$ cat src/source/hart_sched_pkg.sv
// ----------------------------------------------------------
// hart scheduling package
// command opcodes for the hart state unit and the hart id
// width helper shared by every block of the scheduler
// ----------------------------------------------------------

package hart_sched_pkg;

    // hart state unit command set, 2 bit encoding
    typedef enum logic [1:0] {
        HSTU_NOP      = 2'd0, // no change
        HSTU_START    = 2'd1, // activate hart
        HSTU_STOP     = 2'd2, // deactivate hart
        HSTU_SET_PRIM = 2'd3  // move primary to an active hart
    } hstu_op_e;

    // bits needed to name one of harts, never below 1
    function automatic int hart_id_width(input int harts);
        int w;
        w = 1;
        while ((1 << w) < harts) begin
            w = w + 1; // ceil(log2) by search
        end
        return w;
    endfunction

endpackage

$ cat src/source/minor_hart_sel.sv
// ----------------------------------------------------------
// minor hart selector
// picks the lowest-index hart out of the minor hart mask and
// returns it one-hot, zero when no minor hart is active
// ----------------------------------------------------------

module minor_hart_sel #(
    parameter int num_harts = 4
) (
    input  logic [num_harts-1:0] minor_hstate,
    output logic [num_harts-1:0] one_hot_hstate
);

    localparam int hid_w = hart_sched_pkg::hart_id_width(num_harts);

    logic [hid_w-1:0] low_idx; // index of lowest set bit
    logic             found;   // any minor hart present

    // scan from the top so the lowest index wins
    always_comb begin
        low_idx = '0;
        found   = 1'b0;
        for (int i = num_harts - 1; i >= 0; i--) begin
            if (minor_hstate[i]) begin
                low_idx = hid_w'(i);
                found   = 1'b1;
            end
        end
    end

    // decode back to a mask
    assign one_hot_hstate = found ? (num_harts'(1) << low_idx) : '0;

endmodule

$ cat src/source/hart_switch.sv
// ----------------------------------------------------------
// hart switch
// per-cycle issue mask selection from hart state, decode
// hints and cache status, plus stall/flush on cache misses
// and the issue history used by the next selection
// ----------------------------------------------------------

module hart_switch #(
    parameter int num_harts = 4
) (
    input  logic                 clk,
    input  logic                 rst,

    // ID stage
    input  logic                 id_hkill,   // kill request from decode
    input  logic [hart_sched_pkg::hart_id_width(num_harts)-1:0] id_set_hid,
    input  logic                 is_branch,  // conditional branch in ID
    input  logic                 is_load,    // load in ID
    input  logic [hart_sched_pkg::hart_id_width(num_harts)-1:0] if_hart_id,

    // cache status
    input  logic                 i_cache_miss,
    input  logic                 d_cache_miss,

    // from hart state unit
    input  logic [num_harts-1:0] prim_hstate,
    input  logic [num_harts-1:0] acti_hstate,

    output logic [num_harts-1:0] hart_issue_hstate,
    output logic                 hart_ic_stall,
    output logic                 hart_dc_stall,
    output logic                 hart_ic_flush,
    output logic                 hart_dc_flush,
    output logic                 pipe_stall   // back-pressure to state unit
);

    logic [num_harts-1:0] minor_hstate;   // active but not primary
    logic [num_harts-1:0] one_hot_hstate; // lowest minor hart
    logic [num_harts-1:0] ids_hstate;     // decoded ID hart
    logic [num_harts-1:0] set_hstate;     // decoded kill target
    logic [num_harts-1:0] rot_hstate;     // round robin candidate
    logic [num_harts-1:0] issue_hstate;   // last issued mask
    logic                 issue_minor;
    logic                 issue_twice;
    logic                 no_more_active;
    logic                 id_prim;
    logic                 kill_prim;
    logic                 all_active;

    assign minor_hstate   = acti_hstate & ~prim_hstate;
    assign no_more_active = (minor_hstate == '0);
    assign all_active     = (acti_hstate == {num_harts{1'b1}});

    assign ids_hstate = num_harts'(1) << if_hart_id;
    assign set_hstate = num_harts'(1) << id_set_hid;
    assign id_prim    = (ids_hstate == prim_hstate);
    assign kill_prim  = id_hkill & (set_hstate == prim_hstate);

    // only the primary left -> nobody to switch to, so stall
    assign hart_ic_stall = no_more_active & i_cache_miss;
    assign hart_dc_stall = no_more_active & d_cache_miss;
    assign hart_ic_flush = ~no_more_active & i_cache_miss; // switch away instead
    assign hart_dc_flush = ~no_more_active & d_cache_miss;
    assign pipe_stall    = hart_ic_stall | hart_dc_stall;

    minor_hart_sel #(
        .num_harts (num_harts)
    ) minor_hart_sel_i (
        .minor_hstate   (minor_hstate),
        .one_hot_hstate (one_hot_hstate)
    );

    // cyclic right rotate, empty history starts at top hart
    always_comb begin
        if (issue_hstate == '0) begin
            rot_hstate = {1'b1, {(num_harts-1){1'b0}}};
        end else begin
            rot_hstate = {issue_hstate[0], issue_hstate[num_harts-1:1]};
        end
    end

    // issue priority chain, first match wins
    always_comb begin
        if (pipe_stall) begin
            hart_issue_hstate = issue_hstate;                // hold
        end else if (kill_prim) begin
            hart_issue_hstate = one_hot_hstate;
        end else if (all_active) begin
            hart_issue_hstate = rot_hstate;                  // fine-grained interleave
        end else if (no_more_active) begin
            hart_issue_hstate = prim_hstate;
        end else if ((is_branch | is_load) & id_prim) begin
            hart_issue_hstate = one_hot_hstate;              // hide branch/load shadow
        end else if (issue_minor & issue_twice) begin
            hart_issue_hstate = minor_hstate;
        end else if (issue_minor) begin
            hart_issue_hstate = minor_hstate & ~issue_hstate; // other minors
        end else begin
            hart_issue_hstate = prim_hstate;
        end
    end

    // issue history, updated every edge
    always_ff @(posedge clk) begin
        if (rst) begin
            issue_hstate <= '0;
            issue_minor  <= 1'b0;
            issue_twice  <= 1'b0;
        end else begin
            issue_hstate <= hart_issue_hstate;
            // load on primary, or branch with exactly one hart idle
            issue_minor  <= (is_load & id_prim)
                          | (is_branch & id_prim
                             & ($countones(acti_hstate) == num_harts - 1));
            issue_twice  <= is_load & $onehot(minor_hstate); // single minor hart
        end
    end

endmodule

$ cat src/source/hart_state_unit.sv
// ----------------------------------------------------------
// hart state unit
// active and primary hart registers, changed by start, stop
// and set-primary commands taken over a valid/ready port
// ----------------------------------------------------------

module hart_state_unit #(
    parameter int num_harts = 4
) (
    input  logic                     clk,
    input  logic                     rst,
    input  logic                     cmd_valid,
    output logic                     cmd_ready,
    input  hart_sched_pkg::hstu_op_e cmd_op,
    input  logic [hart_sched_pkg::hart_id_width(num_harts)-1:0] cmd_hid,
    input  logic                     pipe_stall,  // pipeline stalled on a miss
    output logic [num_harts-1:0]     acti_hstate,
    output logic [num_harts-1:0]     prim_hstate  // one-hot or zero
);

    logic                 cmd_acc;    // handshake this cycle
    logic [num_harts-1:0] hid_mask;   // decoded target hart
    logic [num_harts-1:0] remain;     // active set after a stop
    logic [num_harts-1:0] remain_low; // new primary candidate

    assign cmd_ready = ~pipe_stall;   // only back-pressure source
    assign cmd_acc   = cmd_valid & cmd_ready;
    assign hid_mask  = num_harts'(1) << cmd_hid;

    assign remain     = acti_hstate & ~hid_mask;
    assign remain_low = remain & (~remain + num_harts'(1)); // isolate lowest bit

    always_ff @(posedge clk) begin
        if (rst) begin
            acti_hstate <= num_harts'(1); // hart 0 boots
            prim_hstate <= num_harts'(1);
        end else if (cmd_acc) begin
            case (cmd_op)
                hart_sched_pkg::HSTU_START: begin
                    acti_hstate <= acti_hstate | hid_mask;
                    if (acti_hstate == '0) begin
                        prim_hstate <= hid_mask; // first hart up becomes primary
                    end
                end
                hart_sched_pkg::HSTU_STOP: begin
                    acti_hstate <= remain;
                    if (prim_hstate == hid_mask) begin
                        prim_hstate <= remain_low; // zero when nothing left
                    end
                end
                hart_sched_pkg::HSTU_SET_PRIM: begin
                    if ((acti_hstate & hid_mask) != '0) begin
                        prim_hstate <= hid_mask;
                    end
                end
                default: begin
                    // nop, hold state
                end
            endcase
        end
    end

endmodule

$ cat src/source/hart_sched_top.sv
// ----------------------------------------------------------
// hart scheduler top
// state unit feeding the hart switch, miss stall fed back
// as command back-pressure
// ----------------------------------------------------------

module hart_sched_top #(
    parameter int num_harts = 4
) (
    input  logic                     clk,
    input  logic                     rst,

    // command port
    input  logic                     cmd_valid,
    output logic                     cmd_ready,
    input  hart_sched_pkg::hstu_op_e cmd_op,
    input  logic [hart_sched_pkg::hart_id_width(num_harts)-1:0] cmd_hid,

    // decode hints and kill
    input  logic                     is_branch,
    input  logic                     is_load,
    input  logic [hart_sched_pkg::hart_id_width(num_harts)-1:0] if_hart_id,
    input  logic                     id_hkill,
    input  logic [hart_sched_pkg::hart_id_width(num_harts)-1:0] id_set_hid,

    // cache status
    input  logic                     i_cache_miss,
    input  logic                     d_cache_miss,

    output logic [num_harts-1:0]     hart_issue_hstate,
    output logic                     hart_ic_stall,
    output logic                     hart_dc_stall,
    output logic                     hart_ic_flush,
    output logic                     hart_dc_flush,
    output logic [num_harts-1:0]     acti_hstate,
    output logic [num_harts-1:0]     prim_hstate
);

    logic pipe_stall; // switch -> state unit

    hart_state_unit #(
        .num_harts (num_harts)
    ) hart_state_unit_i (
        .clk         (clk),
        .rst         (rst),
        .cmd_valid   (cmd_valid),
        .cmd_ready   (cmd_ready),
        .cmd_op      (cmd_op),
        .cmd_hid     (cmd_hid),
        .pipe_stall  (pipe_stall),
        .acti_hstate (acti_hstate),
        .prim_hstate (prim_hstate)
    );

    hart_switch #(
        .num_harts (num_harts)
    ) hart_switch_i (
        .clk               (clk),
        .rst               (rst),
        .id_hkill          (id_hkill),
        .id_set_hid        (id_set_hid),
        .is_branch         (is_branch),
        .is_load           (is_load),
        .if_hart_id        (if_hart_id),
        .i_cache_miss      (i_cache_miss),
        .d_cache_miss      (d_cache_miss),
        .prim_hstate       (prim_hstate),
        .acti_hstate       (acti_hstate),
        .hart_issue_hstate (hart_issue_hstate),
        .hart_ic_stall     (hart_ic_stall),
        .hart_dc_stall     (hart_dc_stall),
        .hart_ic_flush     (hart_ic_flush),
        .hart_dc_flush     (hart_dc_flush),
        .pipe_stall        (pipe_stall)
    );

endmodule

$ cat config.mk
export PLATFORM = sky130hd
export DESIGN_NAME = hart_sched_top
export DESIGN_NICKNAME = d
export VERILOG_FILES = /design/src/source/hart_sched_pkg.sv /design/src/source/minor_hart_sel.sv /design/src/source/hart_switch.sv /design/src/source/hart_state_unit.sv /design/src/source/hart_sched_top.sv
export SDC_FILE = /design/constraint.sdc
export NUM_CORES = 1
export LEC_CHECK = 0
export BUFFER_PORTS_ARGS = -buffer_cell sky130_fd_sc_hd__buf_4
export CORE_MARGIN = 5
export CORE_UTILIZATION = 54
export CTS_CLUSTER_SIZE = 20
export DETAILED_ROUTE_END_ITERATION = 10
export PLACE_DENSITY = 0.87
export REMOVE_ABC_BUFFERS = 1
export SYNTH_ARGS = -nofsm -noshare
export SYNTH_HDL_FRONTEND = slang
export SYNTH_SLANG_ARGS = --single-unit
$ cat constraint.sdc
create_clock -name clk -period 4.7 [get_ports clk]
set_input_delay 0.47 -clock clk [delete_from_list [all_inputs] [get_ports clk]]
set_output_delay 0.47 -clock clk [all_outputs]
set_load 0.1 [all_outputs]
# ---- Word level (Yosys, flattened, before mapping)
# Index checks and enable logic that the tools add are counted.
dict set report op_classes {
  n_addsub 7
  n_eq_ne 12
  shifts 4
  mux 22
  bitwise 27
  n_reduce_logical 8
}
# operator count
set ops {}
lappend ops {{$mux W4} 12}
lappend ops {{$add A32 B32 Y32} 1}
lappend ops {{$eq A32 B3 Y1 const B} 1}
lappend ops {{$and A4 B4 Y4} 5}
lappend ops {{$not A4 Y4} 4}
lappend ops {{$shl A1 B2 Y4 const A} 4}
lappend ops {{$and A1 B1 Y1} 12}
lappend ops {{$eq A4 B4 Y1} 3}
lappend ops {{$logic_not A4 Y1} 3}
lappend ops {{$pmux W4 S3} 1}
lappend ops {{$add A1 B1 Y2} 4}
lappend ops {{$mux W2} 4}
lappend ops {{$pmux W4 S2} 1}
lappend ops {{$ne A2 B1 Y1 const B} 3}
lappend ops {{$reduce_and A5 Y1} 1}
lappend ops {{$add A4 B1 Y4 const B} 1}
lappend ops {{$eq A2 B2 Y1 const B} 2}
lappend ops {{$eq A4 B4 Y1 const B} 1}
lappend ops {{$mux W1} 4}
lappend ops {{$or A4 B4 Y4} 1}
lappend ops {{$reduce_bool A4 Y1} 1}
lappend ops {{$add A3 B3 Y3} 1}
lappend ops {{$eq A3 B1 Y1 const B} 1}
lappend ops {{$or A1 B1 Y1} 3}
lappend ops {{other kinds (5)} 6}
dict set report totals {
  reg_bits 14
  input_bits 16
  output_inout_bits 17
  wordCells 85
}

# ---- Depth between registers and ports, before layout
dict set report logic_depth {
  word_depth 13
  mapped_depth 12
  depth_no_buf 10
}

# ---- Cells and area by module
# A second synthesis with hierarchy kept.
dict set report unflattened {
  hier_cells 208
  area_unflattened_um2 1760.4
}
# mod instances cells_per_inst area_per_inst_um2 seq_area_each_um2
set by_module_without_submodules {}
lappend by_module_without_submodules {hart_switch 1 126 1046.0 120.1}
lappend by_module_without_submodules {hart_state_unit 1 78 679.4 160.2}
lappend by_module_without_submodules {minor_hart_sel 1 4 35.0 0.0}

# ---- Worst setup path after synthesis
# OpenSTA, ideal clock, no wires.
dict set report synth_path {
  path_type {flip-flop to output port}
  startpoint {register (tool-made name)}
  endpoint {output hart_issue_hstate[0]}
  t_arrival_ns 4.125
  required_ns 4.230
  setup_slack_ns 0.105
  stages_incl_launch_ff 10
  n_path_buf 1
  path_cell_list {dfxtp_1 > inv_1 > nor2_1 > inv_1 > ha_1 > and4_1 > buf_4 > inv_2 > nor2_1 > nor4_2}
}
# element line
set synth_rtl {}
lappend synth_rtl {{to (decl)} hart_sched_top.sv:30} ;# output logic [num_harts-1:0] hart_issue_hstate,

# ---- Worst setup path in the final report
dict set report layout_path {
  startpoint {register hart_state_unit_i.prim_hstate[2]}
  endpoint {output hart_issue_hstate[3]}
}
dict set report layout_between {
  elab_chain_cells 12
  word_cells_on_any_way 23
  classes_between {eq/ne: 2; shift: 1; mux: 12; bitwise: 7; reduce/logical: 1}
}
# element line
set layout_lines {}
lappend layout_lines {{from (decl)} hart_state_unit.sv:18} ;# output logic [num_harts-1:0] prim_hstate
lappend layout_lines {{from (signal assigned)} hart_state_unit.sv:36} ;# prim_hstate <= num_harts'(1);
lappend layout_lines {{from (signal assigned)} hart_state_unit.sv:42} ;# prim_hstate <= hid_mask;
lappend layout_lines {{from (signal assigned)} hart_state_unit.sv:48} ;# prim_hstate <= remain_low;
lappend layout_lines {{$not A4 Y4} hart_switch.sv:50} ;# assign minor_hstate = acti_hstate & ~prim_hstate;
lappend layout_lines {{$and A4 B4 Y4} hart_switch.sv:50}
lappend layout_lines {{$mux W2 (3 in a row)} minor_hart_sel.sv:24} ;# if (minor_hstate[i]) begin
lappend layout_lines {{$shl A1 B2 Y4} minor_hart_sel.sv:32} ;# assign one_hot_hstate = found ? (num_harts'(1) << low_idx) : '0;
lappend layout_lines {{$mux W4} minor_hart_sel.sv:32}
lappend layout_lines {{$mux W4} hart_switch.sv:92} ;# end else if ((is_branch | is_load) & id_prim) begin
lappend layout_lines {{$mux W4} hart_switch.sv:90} ;# end else if (no_more_active) begin
lappend layout_lines {{$mux W4} hart_switch.sv:88} ;# end else if (all_active) begin
lappend layout_lines {{$mux W4} hart_switch.sv:86} ;# end else if (kill_prim) begin
lappend layout_lines {{$mux W4 (*)} hart_switch.sv:84} ;# if (pipe_stall) begin
# Mark *: on every way between the ends. The rest lies on a longest branch, timed or not.

==> metrics.txt <==
outcome=finished, final reports clean; Worst-path clk slew=roughly 0.1 ns; pre-CTS setup slack=roughly 1.7 ns; largest net degree at the start of global routing=16; Post-Synthesis Cells=between 200 and 250; Die H=approximately 65 um; yosys warns=0; total die area=about 4300 um^2; Synth Area in Adders=12.2%; worst setup margin=roughly 1.3 ns; Worst Setup EP=hart_issue_hstate[3]; wire length of the first global-routing pass=around 7.6 mm; Worst Hold Class=input port to register; RSZ-0062 raised after global routing=no; final instance area=~1900 um^2; Logic pwr share=45.3%; VDD IR max=roughly 0.12 mV; Die W=around 65 um; FF-to-FF Start=hart_state_unit_i.prim_hstate[2]; CTS root buf=clkbuf_4; crit path kind=register to output port; Setup TNS=0 ns; # IOs=33; number of port buffers=32; # setup viols final=0; nets=between 200 and 300; clk_lat worst skew=0.30 ns; max-cap violations=0; total vias in the final route=1,654; Post-DP Area=1870 um^2; final hold violation count=0; crit path DAT=2.93 ns; fmax=just under 300 MHz; grt ovf=0; post-detail-place hpwl=3.25 mm; Max Transition Viols Final=0; area share of the largest cell type after synthesis=16.9%; Layout Skew=between 0.01 and 0.015 ns; xor-xnor portion of the synthesized cell area=0%; wire per inst=roughly 16 um; crit path max fanout=15; share of cells above drive strength 1=roughly a quarter; relative slew slack=approximately 65%; max incr delay on CP=between 0.6 and 0.7 ns; final period utilization=72.4%; GRT Total Usage=22.3%; GP Congestion=0.947; sequential share of power=roughly a third; Resize count post-CTS=0; Syn-to-layout area delta=14.1%; cell with the most instances after synthesis=nor2_1; main combinational cell family by area after synthesis=simple AND/OR/NAND/NOR gates; cell row count=20; post-synth top area cell=dfxtp_1; synth unique cells=63; # clock sinks=14; # DRC=0; ranking of synthesized cells by area=dfxtp_1, ha_1, nor2_1; Post-Syn Area=between 1500 and 2000 um^2; TritonRoute pass-1 iters=4; initial antenna violation count=0; Core Area=approximately 3000 um^2; CP Cell Sequence=nand2b_1 > ha_1 > and4_1 > or3_1 > a211oi_1 > a311o_2 > nor2_1 > buf_4; net switching power=about 0.00017 W; slowest CP cell=dfxtp_1; setup repair bufs after CTS=0; TritonCTS Buffers=3; FFs w/ async S/R, synth=0%; synthesized area per cell=between 7 and 8 um^2; post-route ant nets=0; Clock Path Buffers=2; Commonest cells post-synth=nor2_1, inv_1, dfxtp_1; DR vias/cell=between 6 and 7; WP data required=~4.2 ns; Power per Cell Area=between 150 and 200 nW/um^2; worst slew pin tran=0.520 ns; H-tree depth=1; Reg2Reg Depth=6; post-synthesis sequential area ratio=16.9%; Int Power=approximately 0.00020 W; flop-to-flop setup slack=about 2.1 ns; First DRT Iteration DRCs=89; Synth Area in Simple Gates=a little under a third; Post-Route WL=between 4 and 5 mm; Post-synth EDFFs=0; crit path time final=3.40 ns; vias in the first global route=1,619; Initial Util=55.1%; Pleak=~0.82 nW; fraction of power spent switching nets=between 40% and 50%; Synth Register Bits=14; Most used DFF post-synth=dfxtp_1; CTS tree=done; mux contribution to synthesized area=5.67%; CP endpoint kind=output port; Synth Area in Compound Gates=roughly a quarter; Setup crit start=hart_state_unit_i.prim_hstate[2]; n_diodes=0; cts hold-fix bufs=0; Critical Path Start Type=register; Clock power frac=between 10% and 20%
==> final cells by class <==
class	count	area (um^2)
inverters	25	93.8
clock buffers	3	22.5
repair buffers	32	240
well taps	33	41.3
flip-flops and latches	14	280
multi-input cells	160	1210
fillers	260	1110
==> how the worst min path moves through the flow <==
stage | to | cells past startpoint | startpoint | slack (ns)
floorplan | hart_switch_i.issue_hstate[2] | 2 | hart_switch_i.issue_hstate[2] | 0.50
global placement | hart_switch_i.issue_hstate[2] | 2 | hart_switch_i.issue_hstate[2] | 0.57
detailed placement | hart_switch_i.issue_hstate[2] | 2 | hart_switch_i.issue_hstate[2] | 0.57
CTS | hart_switch_i.issue_twice | 3 | is_load | 0.45
global route | hart_switch_i.issue_twice | 3 | is_load | 0.47
finish | hart_switch_i.issue_twice | 3 | is_load | 0.45
==> layout by cell type, fill, tap and decap left out, types with 3 or more instances in the layout <==
master    count
dfxtp_1      14
nand2_1      10
nand3_1       7
a21oi_1      11
buf_4        32
and3b_1       3
o21ai_0       5
nor3_1        6
inv_1        23
nor2_1       26
nor2b_1       4
nor3b_1       3
mux2i_1       6
nand4_1       4
ha_1         13
clkbuf_4      3
nand2b_1      3
==> routing by layer <==
layer / track usage (%) / part of all wire (%) / vias to the layer above
li1: - / - / 813
met1: 29.5 / 43 / 776
met2: 36.2 / 49 / 55
met3: 4.44 / 6.6 / 10
met4: 6.99 / 2.0 / 0
met5: 0 / 0 / -
==> worst max-delay path: cells and delay by family (launching register included) <==
kind	cells	cell delay (ns)
compound gates	2	0.43
simple gates	4	0.97
buf+inv	1	0.29
flops	1	0.65
fa+ha+maj	1	0.30
==> stage by stage <==
| stage | instances | util [%] | power (W) | hold slack, ns |
|---|---|---|---|---|
| global route | 267 | 62.9 | 0.000395 | 0.467 |
| finish | 267 | 62.9 | 0.000375 | 0.447 |
| floorplan | 199 | - | 0.000257 | 0.498 |
| CTS | 267 | 62.9 | 0.000375 | 0.448 |
| detailed placement | 264 | 62.1 | 0.000302 | 0.567 |
| global placement | 264 | 62.1 | 0.000301 | 0.569 |
==> cells by family (layout without fill, tap and decap cells) <==
kind of cell	Yosys count	after routing
compound gates	48	48
flops	14	14
simple gates	89	89
fa+ha+maj	15	15
buf+inv	35	60
mux	8	8
==> power by group through the flow <==
stage | clock network (W) | registers (W) | logic, W
final | 0.0000748 | 0.000131 | 0.000170
after floorplan | 0 | 0.000141 | 0.000116
after global placement | 0 | 0.000133 | 0.000168
after detailed placement | 0 | 0.000133 | 0.000169
after CTS | 0.0000755 | 0.000130 | 0.000170
after global routing | 0.0000810 | 0.000131 | 0.000182
Power figures use the tool's default switching activity.
